File: src/hdl/isa_pkg.sv
/*
 * RV32IM instruction set definitions: word layout, register index
 * and the opcode and funct codes recognised by the decoder
 */
`default_nettype none

package isa_pkg;

    typedef logic [4:0] arch_reg_idx_t;

    // R-type layout, the other formats reuse the same field positions
    typedef struct packed {
        logic [6:0]    funct7;
        arch_reg_idx_t rs2;
        arch_reg_idx_t rs1;
        logic [2:0]    funct3;
        arch_reg_idx_t rd;
        logic [6:0]    opcode;
    } inst_t;

    // major opcodes
    localparam logic [6:0] opc_lui    = 7'b0110111;
    localparam logic [6:0] opc_auipc  = 7'b0010111;
    localparam logic [6:0] opc_jal    = 7'b1101111;
    localparam logic [6:0] opc_jalr   = 7'b1100111;
    localparam logic [6:0] opc_branch = 7'b1100011;
    localparam logic [6:0] opc_load   = 7'b0000011;
    localparam logic [6:0] opc_store  = 7'b0100011;
    localparam logic [6:0] opc_op_imm = 7'b0010011;
    localparam logic [6:0] opc_op     = 7'b0110011;
    localparam logic [6:0] opc_system = 7'b1110011;

    localparam logic [2:0] f3_jalr = 3'b000;

    // conditional branches
    localparam logic [2:0] f3_beq  = 3'b000;
    localparam logic [2:0] f3_bne  = 3'b001;
    localparam logic [2:0] f3_blt  = 3'b100;
    localparam logic [2:0] f3_bge  = 3'b101;
    localparam logic [2:0] f3_bltu = 3'b110;
    localparam logic [2:0] f3_bgeu = 3'b111;

    // load and store sizes
    localparam logic [2:0] f3_lb  = 3'b000;
    localparam logic [2:0] f3_lh  = 3'b001;
    localparam logic [2:0] f3_lw  = 3'b010;
    localparam logic [2:0] f3_lbu = 3'b100;
    localparam logic [2:0] f3_lhu = 3'b101;
    localparam logic [2:0] f3_sb  = 3'b000;
    localparam logic [2:0] f3_sh  = 3'b001;
    localparam logic [2:0] f3_sw  = 3'b010;

    // integer ops, shared by register and immediate forms
    localparam logic [2:0] f3_add  = 3'b000;
    localparam logic [2:0] f3_sll  = 3'b001;
    localparam logic [2:0] f3_slt  = 3'b010;
    localparam logic [2:0] f3_sltu = 3'b011;
    localparam logic [2:0] f3_xor  = 3'b100;
    localparam logic [2:0] f3_srl  = 3'b101;
    localparam logic [2:0] f3_or   = 3'b110;
    localparam logic [2:0] f3_and  = 3'b111;

    // M extension, multiplies only
    localparam logic [2:0] f3_mul    = 3'b000;
    localparam logic [2:0] f3_mulh   = 3'b001;
    localparam logic [2:0] f3_mulhsu = 3'b010;
    localparam logic [2:0] f3_mulhu  = 3'b011;

    localparam logic [2:0] f3_csrrw = 3'b001;
    localparam logic [2:0] f3_csrrs = 3'b010;
    localparam logic [2:0] f3_csrrc = 3'b011;

    localparam logic [6:0] f7_base   = 7'b0000000;
    localparam logic [6:0] f7_alt    = 7'b0100000;
    localparam logic [6:0] f7_muldiv = 7'b0000001;

    // wfi is matched on the whole word
    localparam inst_t wfi_word = 32'h1050_0073;

endpackage

`default_nettype wire

File: src/hdl/ctrl_pkg.sv
/*
 * Datapath control encodings produced by the decoder:
 * ALU function, operand sources and functional-unit class
 */
`default_nettype none

package ctrl_pkg;

    typedef enum logic [3:0] {
        alu_add,
        alu_sub,
        alu_slt,
        alu_sltu,
        alu_and,
        alu_or,
        alu_xor,
        alu_sll,
        alu_srl,
        alu_sra
    } alu_func_t;

    typedef enum logic [1:0] {
        opa_is_rs1,
        opa_is_pc,
        opa_is_zero
    } opa_sel_t;

    // second operand, either rs2 or one of the immediate formats
    typedef enum logic [2:0] {
        opb_is_rs2,
        opb_is_i_imm,
        opb_is_s_imm,
        opb_is_b_imm,
        opb_is_u_imm,
        opb_is_j_imm
    } opb_sel_t;

    typedef enum logic [1:0] {
        fu_alu,
        fu_mult,
        fu_ldst,
        fu_bu
    } fu_type_t;

endpackage

`default_nettype wire

File: src/hdl/inst_decoder.sv
/*
 * Instruction decoder, purely combinational. Maps an RV32IM word
 * to datapath control fields, unit class and register usage
 */
`timescale 1ns/1ps
`default_nettype none

module inst_decoder import isa_pkg::*, ctrl_pkg::*; #(
    parameter int PC_WIDTH = 32
) (
    input  inst_t                 inst,
    input  logic [PC_WIDTH-1:0]   pc,
    output logic [PC_WIDTH-1:0]   npc,
    output opa_sel_t              opa_select,
    output opb_sel_t              opb_select,
    output alu_func_t             alu_func,
    output fu_type_t              fu_type,
    output logic                  has_dest,
    output logic                  rd_mem,
    output logic                  wr_mem,
    output logic                  cond_branch,
    output logic                  uncond_branch,
    output logic                  mult,
    output logic                  csr_op,
    output logic                  halt,
    output logic                  illegal,
    output logic                  rs1_used,
    output logic                  rs2_used,
    output arch_reg_idx_t         rs1,
    output arch_reg_idx_t         rs2,
    output arch_reg_idx_t         rd
);

    always_comb begin
        // nop-like defaults
        opa_select    = opa_is_rs1;
        opb_select    = opb_is_rs2;
        alu_func      = alu_add;
        has_dest      = 1'b0;
        rd_mem        = 1'b0;
        wr_mem        = 1'b0;
        cond_branch   = 1'b0;
        uncond_branch = 1'b0;
        mult          = 1'b0;
        csr_op        = 1'b0;
        halt          = 1'b0;
        illegal       = 1'b0;

        case (inst.opcode)
            opc_lui: begin
                has_dest   = 1'b1;
                opa_select = opa_is_zero;
                opb_select = opb_is_u_imm;
            end
            opc_auipc: begin
                has_dest   = 1'b1;
                opa_select = opa_is_pc;
                opb_select = opb_is_u_imm;
            end
            opc_jal: begin
                has_dest      = 1'b1;
                opa_select    = opa_is_pc;
                opb_select    = opb_is_j_imm;
                uncond_branch = 1'b1;
            end
            opc_jalr: begin
                has_dest      = 1'b1;
                opb_select    = opb_is_i_imm;
                uncond_branch = 1'b1;
                illegal       = (inst.funct3 != f3_jalr);
            end
            opc_branch: begin
                opa_select  = opa_is_pc;
                opb_select  = opb_is_b_imm;
                cond_branch = 1'b1;
                case (inst.funct3)
                    f3_beq, f3_bne, f3_blt, f3_bge, f3_bltu, f3_bgeu: ;
                    default: illegal = 1'b1;
                endcase
            end
            opc_load: begin
                has_dest   = 1'b1;
                opb_select = opb_is_i_imm;
                rd_mem     = 1'b1;
                case (inst.funct3)
                    f3_lb, f3_lh, f3_lw, f3_lbu, f3_lhu: ;
                    default: illegal = 1'b1;
                endcase
            end
            opc_store: begin
                opb_select = opb_is_s_imm;
                wr_mem     = 1'b1;
                case (inst.funct3)
                    f3_sb, f3_sh, f3_sw: ;
                    default: illegal = 1'b1;
                endcase
            end
            opc_op_imm: begin
                has_dest   = 1'b1;
                opb_select = opb_is_i_imm;
                case (inst.funct3)
                    f3_add:  alu_func = alu_add;
                    f3_slt:  alu_func = alu_slt;
                    f3_sltu: alu_func = alu_sltu;
                    f3_xor:  alu_func = alu_xor;
                    f3_or:   alu_func = alu_or;
                    f3_and:  alu_func = alu_and;
                    f3_sll: begin
                        alu_func = alu_sll;
                        illegal  = (inst.funct7 != f7_base);
                    end
                    default: begin
                        // srli and srai share funct3, told apart by funct7
                        alu_func = (inst.funct7 == f7_alt) ? alu_sra : alu_srl;
                        illegal  = (inst.funct7 != f7_base) && (inst.funct7 != f7_alt);
                    end
                endcase
            end
            opc_op: begin
                has_dest = 1'b1;
                case (inst.funct7)
                    f7_base: begin
                        case (inst.funct3)
                            f3_add:  alu_func = alu_add;
                            f3_sll:  alu_func = alu_sll;
                            f3_slt:  alu_func = alu_slt;
                            f3_sltu: alu_func = alu_sltu;
                            f3_xor:  alu_func = alu_xor;
                            f3_srl:  alu_func = alu_srl;
                            f3_or:   alu_func = alu_or;
                            default: alu_func = alu_and;
                        endcase
                    end
                    f7_alt: begin
                        case (inst.funct3)
                            f3_add:  alu_func = alu_sub;
                            f3_srl:  alu_func = alu_sra;
                            default: illegal  = 1'b1;
                        endcase
                    end
                    f7_muldiv: begin
                        // divides are not supported by the mult unit
                        case (inst.funct3)
                            f3_mul, f3_mulh, f3_mulhsu, f3_mulhu: mult = 1'b1;
                            default: illegal = 1'b1;
                        endcase
                    end
                    default: illegal = 1'b1;
                endcase
            end
            opc_system: begin
                if (inst == wfi_word) begin
                    halt = 1'b1;
                end else begin
                    case (inst.funct3)
                        f3_csrrw, f3_csrrs, f3_csrrc: csr_op = 1'b1;
                        default: illegal = 1'b1;
                    endcase
                end
            end
            default: illegal = 1'b1;
        endcase

        // an illegal word goes down the pipe looking like a nop
        if (illegal) begin
            has_dest      = 1'b0;
            opa_select    = opa_is_rs1;
            opb_select    = opb_is_rs2;
            alu_func      = alu_add;
            rd_mem        = 1'b0;
            wr_mem        = 1'b0;
            cond_branch   = 1'b0;
            uncond_branch = 1'b0;
            mult          = 1'b0;
        end
    end

    assign npc = pc + PC_WIDTH'(4);

    assign rs1 = inst.rs1;
    assign rs2 = inst.rs2;
    assign rd  = inst.rd;

    assign rs1_used = cond_branch || (opa_select == opa_is_rs1);
    assign rs2_used = cond_branch || wr_mem || (opb_select == opb_is_rs2);

    // branch has priority, then memory, then multiply
    assign fu_type = (cond_branch || uncond_branch) ? fu_bu   :
                     (rd_mem || wr_mem)             ? fu_ldst :
                     mult                           ? fu_mult :
                                                      fu_alu;

endmodule

`default_nettype wire

File: src/hdl/reg_scoreboard.sv
/*
 * Architectural register scoreboard: one busy bit per register,
 * set on dispatch and cleared on completion
 */
`timescale 1ns/1ps
`default_nettype none

module reg_scoreboard import isa_pkg::*; (
    input  logic          clock,
    input  logic          rst_n,
    input  arch_reg_idx_t rs1,
    input  arch_reg_idx_t rs2,
    output logic          rs1_busy,
    output logic          rs2_busy,
    input  logic          set_valid,
    input  arch_reg_idx_t set_reg,
    input  logic          complete_valid,
    input  arch_reg_idx_t complete_reg
);

    logic [31:0] busy_q;
    logic [31:0] busy_d;

    always_comb begin
        // x0 stays free, a set beats a clear of the same register
        busy_d[0] = 1'b0;
        for (int i = 1; i < 32; i++) begin
            if (set_valid && set_reg == arch_reg_idx_t'(i))
                busy_d[i] = 1'b1;
            else if (complete_valid && complete_reg == arch_reg_idx_t'(i))
                busy_d[i] = 1'b0;
            else
                busy_d[i] = busy_q[i];
        end
    end

    always_ff @(posedge clock or negedge rst_n) begin
        if (!rst_n)
            busy_q <= '0;
        else
            busy_q <= busy_d;
    end

    assign rs1_busy = busy_q[rs1];
    assign rs2_busy = busy_q[rs2];

endmodule

`default_nettype wire

File: src/hdl/dispatch_stage.sv
/*
 * Dispatch stage: stalls on busy sources, marks the destination
 * busy, registers the dispatch record and latches WFI halt
 */
`timescale 1ns/1ps
`default_nettype none

module dispatch_stage import isa_pkg::*, ctrl_pkg::*; #(
    parameter int PC_WIDTH = 32
) (
    input  logic                clock,
    input  logic                rst_n,
    input  logic                inst_valid,
    input  logic [PC_WIDTH-1:0] pc,
    input  logic [PC_WIDTH-1:0] npc,
    input  opa_sel_t            opa_select,
    input  opb_sel_t            opb_select,
    input  alu_func_t           alu_func,
    input  fu_type_t            fu_type,
    input  logic                has_dest,
    input  arch_reg_idx_t       rd,
    input  logic                illegal,
    input  logic                halt,
    input  logic                rs1_used,
    input  logic                rs2_used,
    input  logic                rs1_busy,
    input  logic                rs2_busy,
    output logic                set_valid,
    output arch_reg_idx_t       set_reg,
    output logic                stall,
    output logic                dispatch_valid,
    output logic [PC_WIDTH-1:0] dispatch_pc,
    output logic [PC_WIDTH-1:0] dispatch_npc,
    output fu_type_t            dispatch_fu_type,
    output alu_func_t           dispatch_alu_func,
    output opa_sel_t            dispatch_opa_select,
    output opb_sel_t            dispatch_opb_select,
    output logic                dispatch_has_dest,
    output arch_reg_idx_t       dispatch_dest,
    output logic                dispatch_illegal,
    output logic                halted
);

    logic src_hazard;
    logic accept;

    assign src_hazard = (rs1_used && rs1_busy) || (rs2_used && rs2_busy);
    assign accept     = inst_valid && !halted && !src_hazard;
    assign stall      = inst_valid && !accept;

    assign set_valid = accept && has_dest;
    assign set_reg   = rd;

    always_ff @(posedge clock or negedge rst_n) begin
        if (!rst_n) begin
            dispatch_valid <= 1'b0;
            halted         <= 1'b0;
        end else begin
            dispatch_valid <= accept;
            // sticky until reset
            if (accept && halt)
                halted <= 1'b1;
        end
    end

    // record payload, only loaded on acceptance
    always_ff @(posedge clock) begin
        if (accept) begin
            dispatch_pc         <= pc;
            dispatch_npc        <= npc;
            dispatch_fu_type    <= fu_type;
            dispatch_alu_func   <= alu_func;
            dispatch_opa_select <= opa_select;
            dispatch_opb_select <= opb_select;
            dispatch_has_dest   <= has_dest;
            dispatch_dest       <= rd;
            dispatch_illegal    <= illegal;
        end
    end

endmodule

`default_nettype wire

File: src/hdl/decode_dispatch_top.sv
/*
 * Decode and dispatch front end: decoder, scoreboard and dispatch stage
 */
`timescale 1ns/1ps
`default_nettype none

module decode_dispatch_top import isa_pkg::*, ctrl_pkg::*; #(
    parameter int PC_WIDTH = 32
) (
    input  logic                clock,
    input  logic                rst_n,
    input  logic                inst_valid,
    input  inst_t               inst,
    input  logic [PC_WIDTH-1:0] pc,
    input  logic                complete_valid,
    input  arch_reg_idx_t       complete_reg,
    output logic                stall,
    output logic                dispatch_valid,
    output logic [PC_WIDTH-1:0] dispatch_pc,
    output logic [PC_WIDTH-1:0] dispatch_npc,
    output fu_type_t            dispatch_fu_type,
    output alu_func_t           dispatch_alu_func,
    output opa_sel_t            dispatch_opa_select,
    output opb_sel_t            dispatch_opb_select,
    output logic                dispatch_has_dest,
    output arch_reg_idx_t       dispatch_dest,
    output logic                dispatch_illegal,
    output logic                halted
);

    logic [PC_WIDTH-1:0] npc;
    opa_sel_t            opa_select;
    opb_sel_t            opb_select;
    alu_func_t           alu_func;
    fu_type_t            fu_type;
    logic                has_dest;
    logic                illegal;
    logic                halt;
    logic                rs1_used;
    logic                rs2_used;
    arch_reg_idx_t       rs1;
    arch_reg_idx_t       rs2;
    arch_reg_idx_t       rd;
    logic                rs1_busy;
    logic                rs2_busy;
    logic                set_valid;
    arch_reg_idx_t       set_reg;

    // memory, branch and csr flags are only consumed inside the decoder here
    inst_decoder #(
        .PC_WIDTH(PC_WIDTH)
    ) u_decoder (
        .inst          (inst),
        .pc            (pc),
        .npc           (npc),
        .opa_select    (opa_select),
        .opb_select    (opb_select),
        .alu_func      (alu_func),
        .fu_type       (fu_type),
        .has_dest      (has_dest),
        .rd_mem        (),
        .wr_mem        (),
        .cond_branch   (),
        .uncond_branch (),
        .mult          (),
        .csr_op        (),
        .halt          (halt),
        .illegal       (illegal),
        .rs1_used      (rs1_used),
        .rs2_used      (rs2_used),
        .rs1           (rs1),
        .rs2           (rs2),
        .rd            (rd)
    );

    reg_scoreboard u_scoreboard (
        .clock          (clock),
        .rst_n          (rst_n),
        .rs1            (rs1),
        .rs2            (rs2),
        .rs1_busy       (rs1_busy),
        .rs2_busy       (rs2_busy),
        .set_valid      (set_valid),
        .set_reg        (set_reg),
        .complete_valid (complete_valid),
        .complete_reg   (complete_reg)
    );

    dispatch_stage #(
        .PC_WIDTH(PC_WIDTH)
    ) u_dispatch (
        .clock               (clock),
        .rst_n               (rst_n),
        .inst_valid          (inst_valid),
        .pc                  (pc),
        .npc                 (npc),
        .opa_select          (opa_select),
        .opb_select          (opb_select),
        .alu_func            (alu_func),
        .fu_type             (fu_type),
        .has_dest            (has_dest),
        .rd                  (rd),
        .illegal             (illegal),
        .halt                (halt),
        .rs1_used            (rs1_used),
        .rs2_used            (rs2_used),
        .rs1_busy            (rs1_busy),
        .rs2_busy            (rs2_busy),
        .set_valid           (set_valid),
        .set_reg             (set_reg),
        .stall               (stall),
        .dispatch_valid      (dispatch_valid),
        .dispatch_pc         (dispatch_pc),
        .dispatch_npc        (dispatch_npc),
        .dispatch_fu_type    (dispatch_fu_type),
        .dispatch_alu_func   (dispatch_alu_func),
        .dispatch_opa_select (dispatch_opa_select),
        .dispatch_opb_select (dispatch_opb_select),
        .dispatch_has_dest   (dispatch_has_dest),
        .dispatch_dest       (dispatch_dest),
        .dispatch_illegal    (dispatch_illegal),
        .halted              (halted)
    );

endmodule

`default_nettype wire

File: config.mk
export PLATFORM = sky130hd
export DESIGN_NAME = decode_dispatch_top
export DESIGN_NICKNAME = d
export VERILOG_FILES = /design/src/hdl/isa_pkg.sv /design/src/hdl/ctrl_pkg.sv /design/src/hdl/inst_decoder.sv /design/src/hdl/reg_scoreboard.sv /design/src/hdl/dispatch_stage.sv /design/src/hdl/decode_dispatch_top.sv
export SDC_FILE = /design/constraint.sdc
export NUM_CORES = 1
export LEC_CHECK = 0
export ABC_CLOCK_PERIOD_IN_PS = 8800
export BUFFER_PORTS_ARGS = -buffer_cell sky130_fd_sc_hd__buf_2
export CAP_MARGIN = 40
export CORE_AREA = 2 2 106 108
export CTS_CLUSTER_DIAMETER = 100
export DETAILED_ROUTE_END_ITERATION = 10
export DIE_AREA = 0 0 108 110
export GPL_ROUTABILITY_DRIVEN = 1
export PLACE_DENSITY = 0.86
export SYNTH_ARGS = -nofsm -noshare
export SYNTH_HDL_FRONTEND = slang
export SYNTH_SLANG_ARGS = --single-unit
File: constraint.sdc
create_clock -name clock -period 8.8 [get_ports clock]
set_input_delay 0.44 -clock clock [delete_from_list [all_inputs] [get_ports clock]]
set_output_delay 0.44 -clock clock [all_outputs]
set_load 0.005 [all_outputs]
==> metrics.md <==
| Metric | Value |
|---|---|
| Gate Count Post-Synth | 504 |
| GR Layer Usage met3 | 0.05409 |
| Slowest Stage Delay on Critical Path | 0.78 ns |
| Die Wd | 108 um |
| Worst r2r src | u_scoreboard.busy_q[8] |
| Worst setup SP type | register |
| Most instantiated cells after synthesis | edfxtp_1, o21ai_0, dfrtp_1 |
| Setup Skew | 0.009231 ns |
| Primary FF master, synth | edfxtp_1 |
| Number of antenna violations at the first check in global routing | 0 |
| # hold bufs at CTS | 0 |
| Final setup fails | 0 |
| TNS Setup | 0 ns |
| # diodes | 0 |
| Worst-path maximum fanout | 41 |
| Vias in the first global route | 4812 |
| Drt drc | 0 |
| Relative slew slack | 0.4821 |
| CTS Sinks | 113 |
| Asr flop ratio synth | 0.2920 |
| Detail Placement HPWL | 11590 um |
| Wirelength per Cell | 19.74 um |
| RSZ-0062 raised after global routing | no |
| GR Util met1 | 0.3583 |
| Clock Tree Root | clkbuf_8 |
| Outcome | finished clean |
| Max cap viols | 0 |
| Yosys top cell area share | 0.3960 |
| Remaining antenna violation count | 0 |
| CP max-delay cell | and3b_4 |
| Worst skew pair latency | 0.51 ns |
| Worst Hold Class | in2async |
| Nets | 730 |
| Hold Vio Cnt, Final | 0 |
| H-tree Lvls | 4 |
| Slew @ Worst Pin | 0.7769 ns |
| WS Path Type | reg2reg |
| Routed vias/inst | 6.161 |
| Starting DRC count in detailed routing | 575 |
| Post-Syn Nets | 578 |
| Final Power | 1.531 mW |
| Gr busiest metal | met2 |
| Total die area | 11880 um2 |
| Leak | 2.924 nW |
| Number of flops mapped to enable cells by yosys | 80 |
| Clock tree buffer depth | 2 |
| Max Clk Rate | 311.7 MHz |
| Crit-path cells | nor2b_1 -> a2111oi_0 -> nor4b_1 -> a221oi_2 -> nand2_2 -> and3b_4 -> buf_12 |
| Post-synthesis sequential area ratio | 0.5321 |
| Arr. time, crit path | 3.40 ns |
| CP Capture Type | register |
| Post-synth top area cell | edfxtp_1 |
| Fin util | 0.7033 |
| Share of cells above drive strength 1 | 0.3617 |
| Starting density of the core | 0.5671 |
| Drt first pass iters | 5 |
| CTS tree | yes |
| Die H | 110 um |
| # IOs | 158 |
| Vias post-DR | 4984 |
| Post-Syn Area | 6067 um2 |
| Worst Path Required | 8.99 ns |
| Worst VDD drop | 140.7 uV |
| Count leader, synth | edfxtp_1 |
| Syn-to-layout area delta | 24.01% |
| Period utilisation layout | 0.3646 |
| Post-synthesis register bit count | 113 |
| Ys Warns | 0 |
| Reg clk slew, reported paths | 0.06 ns |
| WL final | 15970 um |
| First-pass GRT wire length | 25010 um |
| Core outline area | 10700 um2 |
| CP Launch Point | u_scoreboard.busy_q[8] |
| Syn_area_per_cell | 12.04 um2 |
| Num CTS Buffers | 17 |
| Congestion Overflow GR | 0 |
| Num rows | 38 |
| Port bufs | 157 |
| GPL Wtd Cong | 0.9947 |
| Fin crit period | 3.208 ns |
| Cell variety after synth | 66 |
| Met2 Usage GRT | 0.4618 |
| Top post-synthesis cells by area | edfxtp_1, dfrtp_1, o31ai_2 |
| Largest net degree at the start of global routing | 42 |
| Post-CTS setup buffers | 0 |
| Final Max Tran Viols | 0 |
| Cell Pwr Density | 203.5 nW/um2 |
| Gr usage total | 0.2764 |
| PostCTS Resize Cnt | 0 |
worst paths after layout:
kind	end	slack (ns)	cells after the start
min in group clock	u_dispatch.dispatch_npc[0]	0.11	1
setup reg to reg	u_dispatch.dispatch_alu_func[1]	5.59	7
hold / removal	u_scoreboard.busy_q[19]	0.01	1
max in group asynchronous	u_scoreboard.busy_q[14]	8.29	1
hold reg to reg	u_scoreboard.busy_q[27]	0.56	2
setup / recovery	u_dispatch.dispatch_alu_func[1]	5.59	7
power by group:
group / internal, mW / leakage (nW) / total (mW) / switching (mW)
Sequential: 0.629 / 1.21 / 0.645 / 0.0166
Clock: 0.461 / 0.290 / 0.703 / 0.242
Combinational: 0.0730 / 1.43 / 0.183 / 0.110
Total: 1.16 / 2.92 / 1.53 / 0.369
cells by family after synthesis:
group / synth area share
compound gates: 0.1538
xor+xnor: 0.04331
fa+ha+maj: 0.002062
buf+inv: 0.03320
flops: 0.5321
mux: 0.05671
simple gates: 0.1788
registers in the layout (all words and copies together) (netlist names):
register / count
u_dispatch.dispatch_npc: 32
u_scoreboard.busy_q: 31
u_dispatch.dispatch_pc: 30
u_dispatch.dispatch_dest: 5
u_dispatch.dispatch_alu_func: 4
u_dispatch.dispatch_opb_select: 3
u_dispatch.dispatch_fu_type: 2
u_dispatch.dispatch_opa_select: 2
u_dispatch.dispatch_has_dest: 1
u_dispatch.dispatch_illegal: 1
u_dispatch.dispatch_valid: 1
u_dispatch.halted: 1
placed cells by master, fill, tap and decap left out, drive strengths merged, types with 10 or more instances in the layout:
master,synthesis,routed
nor2,26,26
buf,15,160
or3,10,10
o31ai,33,33
xnor2,24,24
nand2,30,30
clkbuf,12,19
and3,12,12
nand3,28,28
edfxtp,80,80
nor2b,12,12
nand2b,15,15
dfrtp,33,33
o21ai,39,39
mux2i,13,13
inv,8,12
nand4,16,16
critical path: cells and delay by family (launching register included):
kind	cells	cell delay, ns
buf+inv	1	0.31
compound gates	2	0.86
simple gates	4	1.30
flops	1	0.40
metrics by stage:
step	instances	area [um2]	hold slack, ns	setup slack (ns)
2_1_floorplan	504	6067	0.1444	4.587
3_3_place_gp	775	6879	0.5109	4.693
3_5_place_dp	777	6919	0.5318	5.265
4_1_cts	809	7523	0.008989	5.672
5_1_grt	809	7523	0.04207	5.483
6_report	809	7523	0.009716	5.592
layer usage:
metal  share of wire  vias to the layer above
li1                -                     2251
met1            0.40                     2387
met2            0.49                      314
met3           0.087                       32
met4           0.023                        0
met5               0                        -
layout make-up:
class / instances / area, um2
Sequential cell: 113 / 3228
Multi-Input combinational cell: 356 / 2653
Clock buffer: 19 / 421.7
Clock inverter: 13 / 182.7
Inverter: 8 / 30.03
Tap cell: 140 / 175.2
Fill cell: 736 / 3174
Timing Repair Buffer: 160 / 833.3
Note: power is estimated with default switching activity, not from simulation.
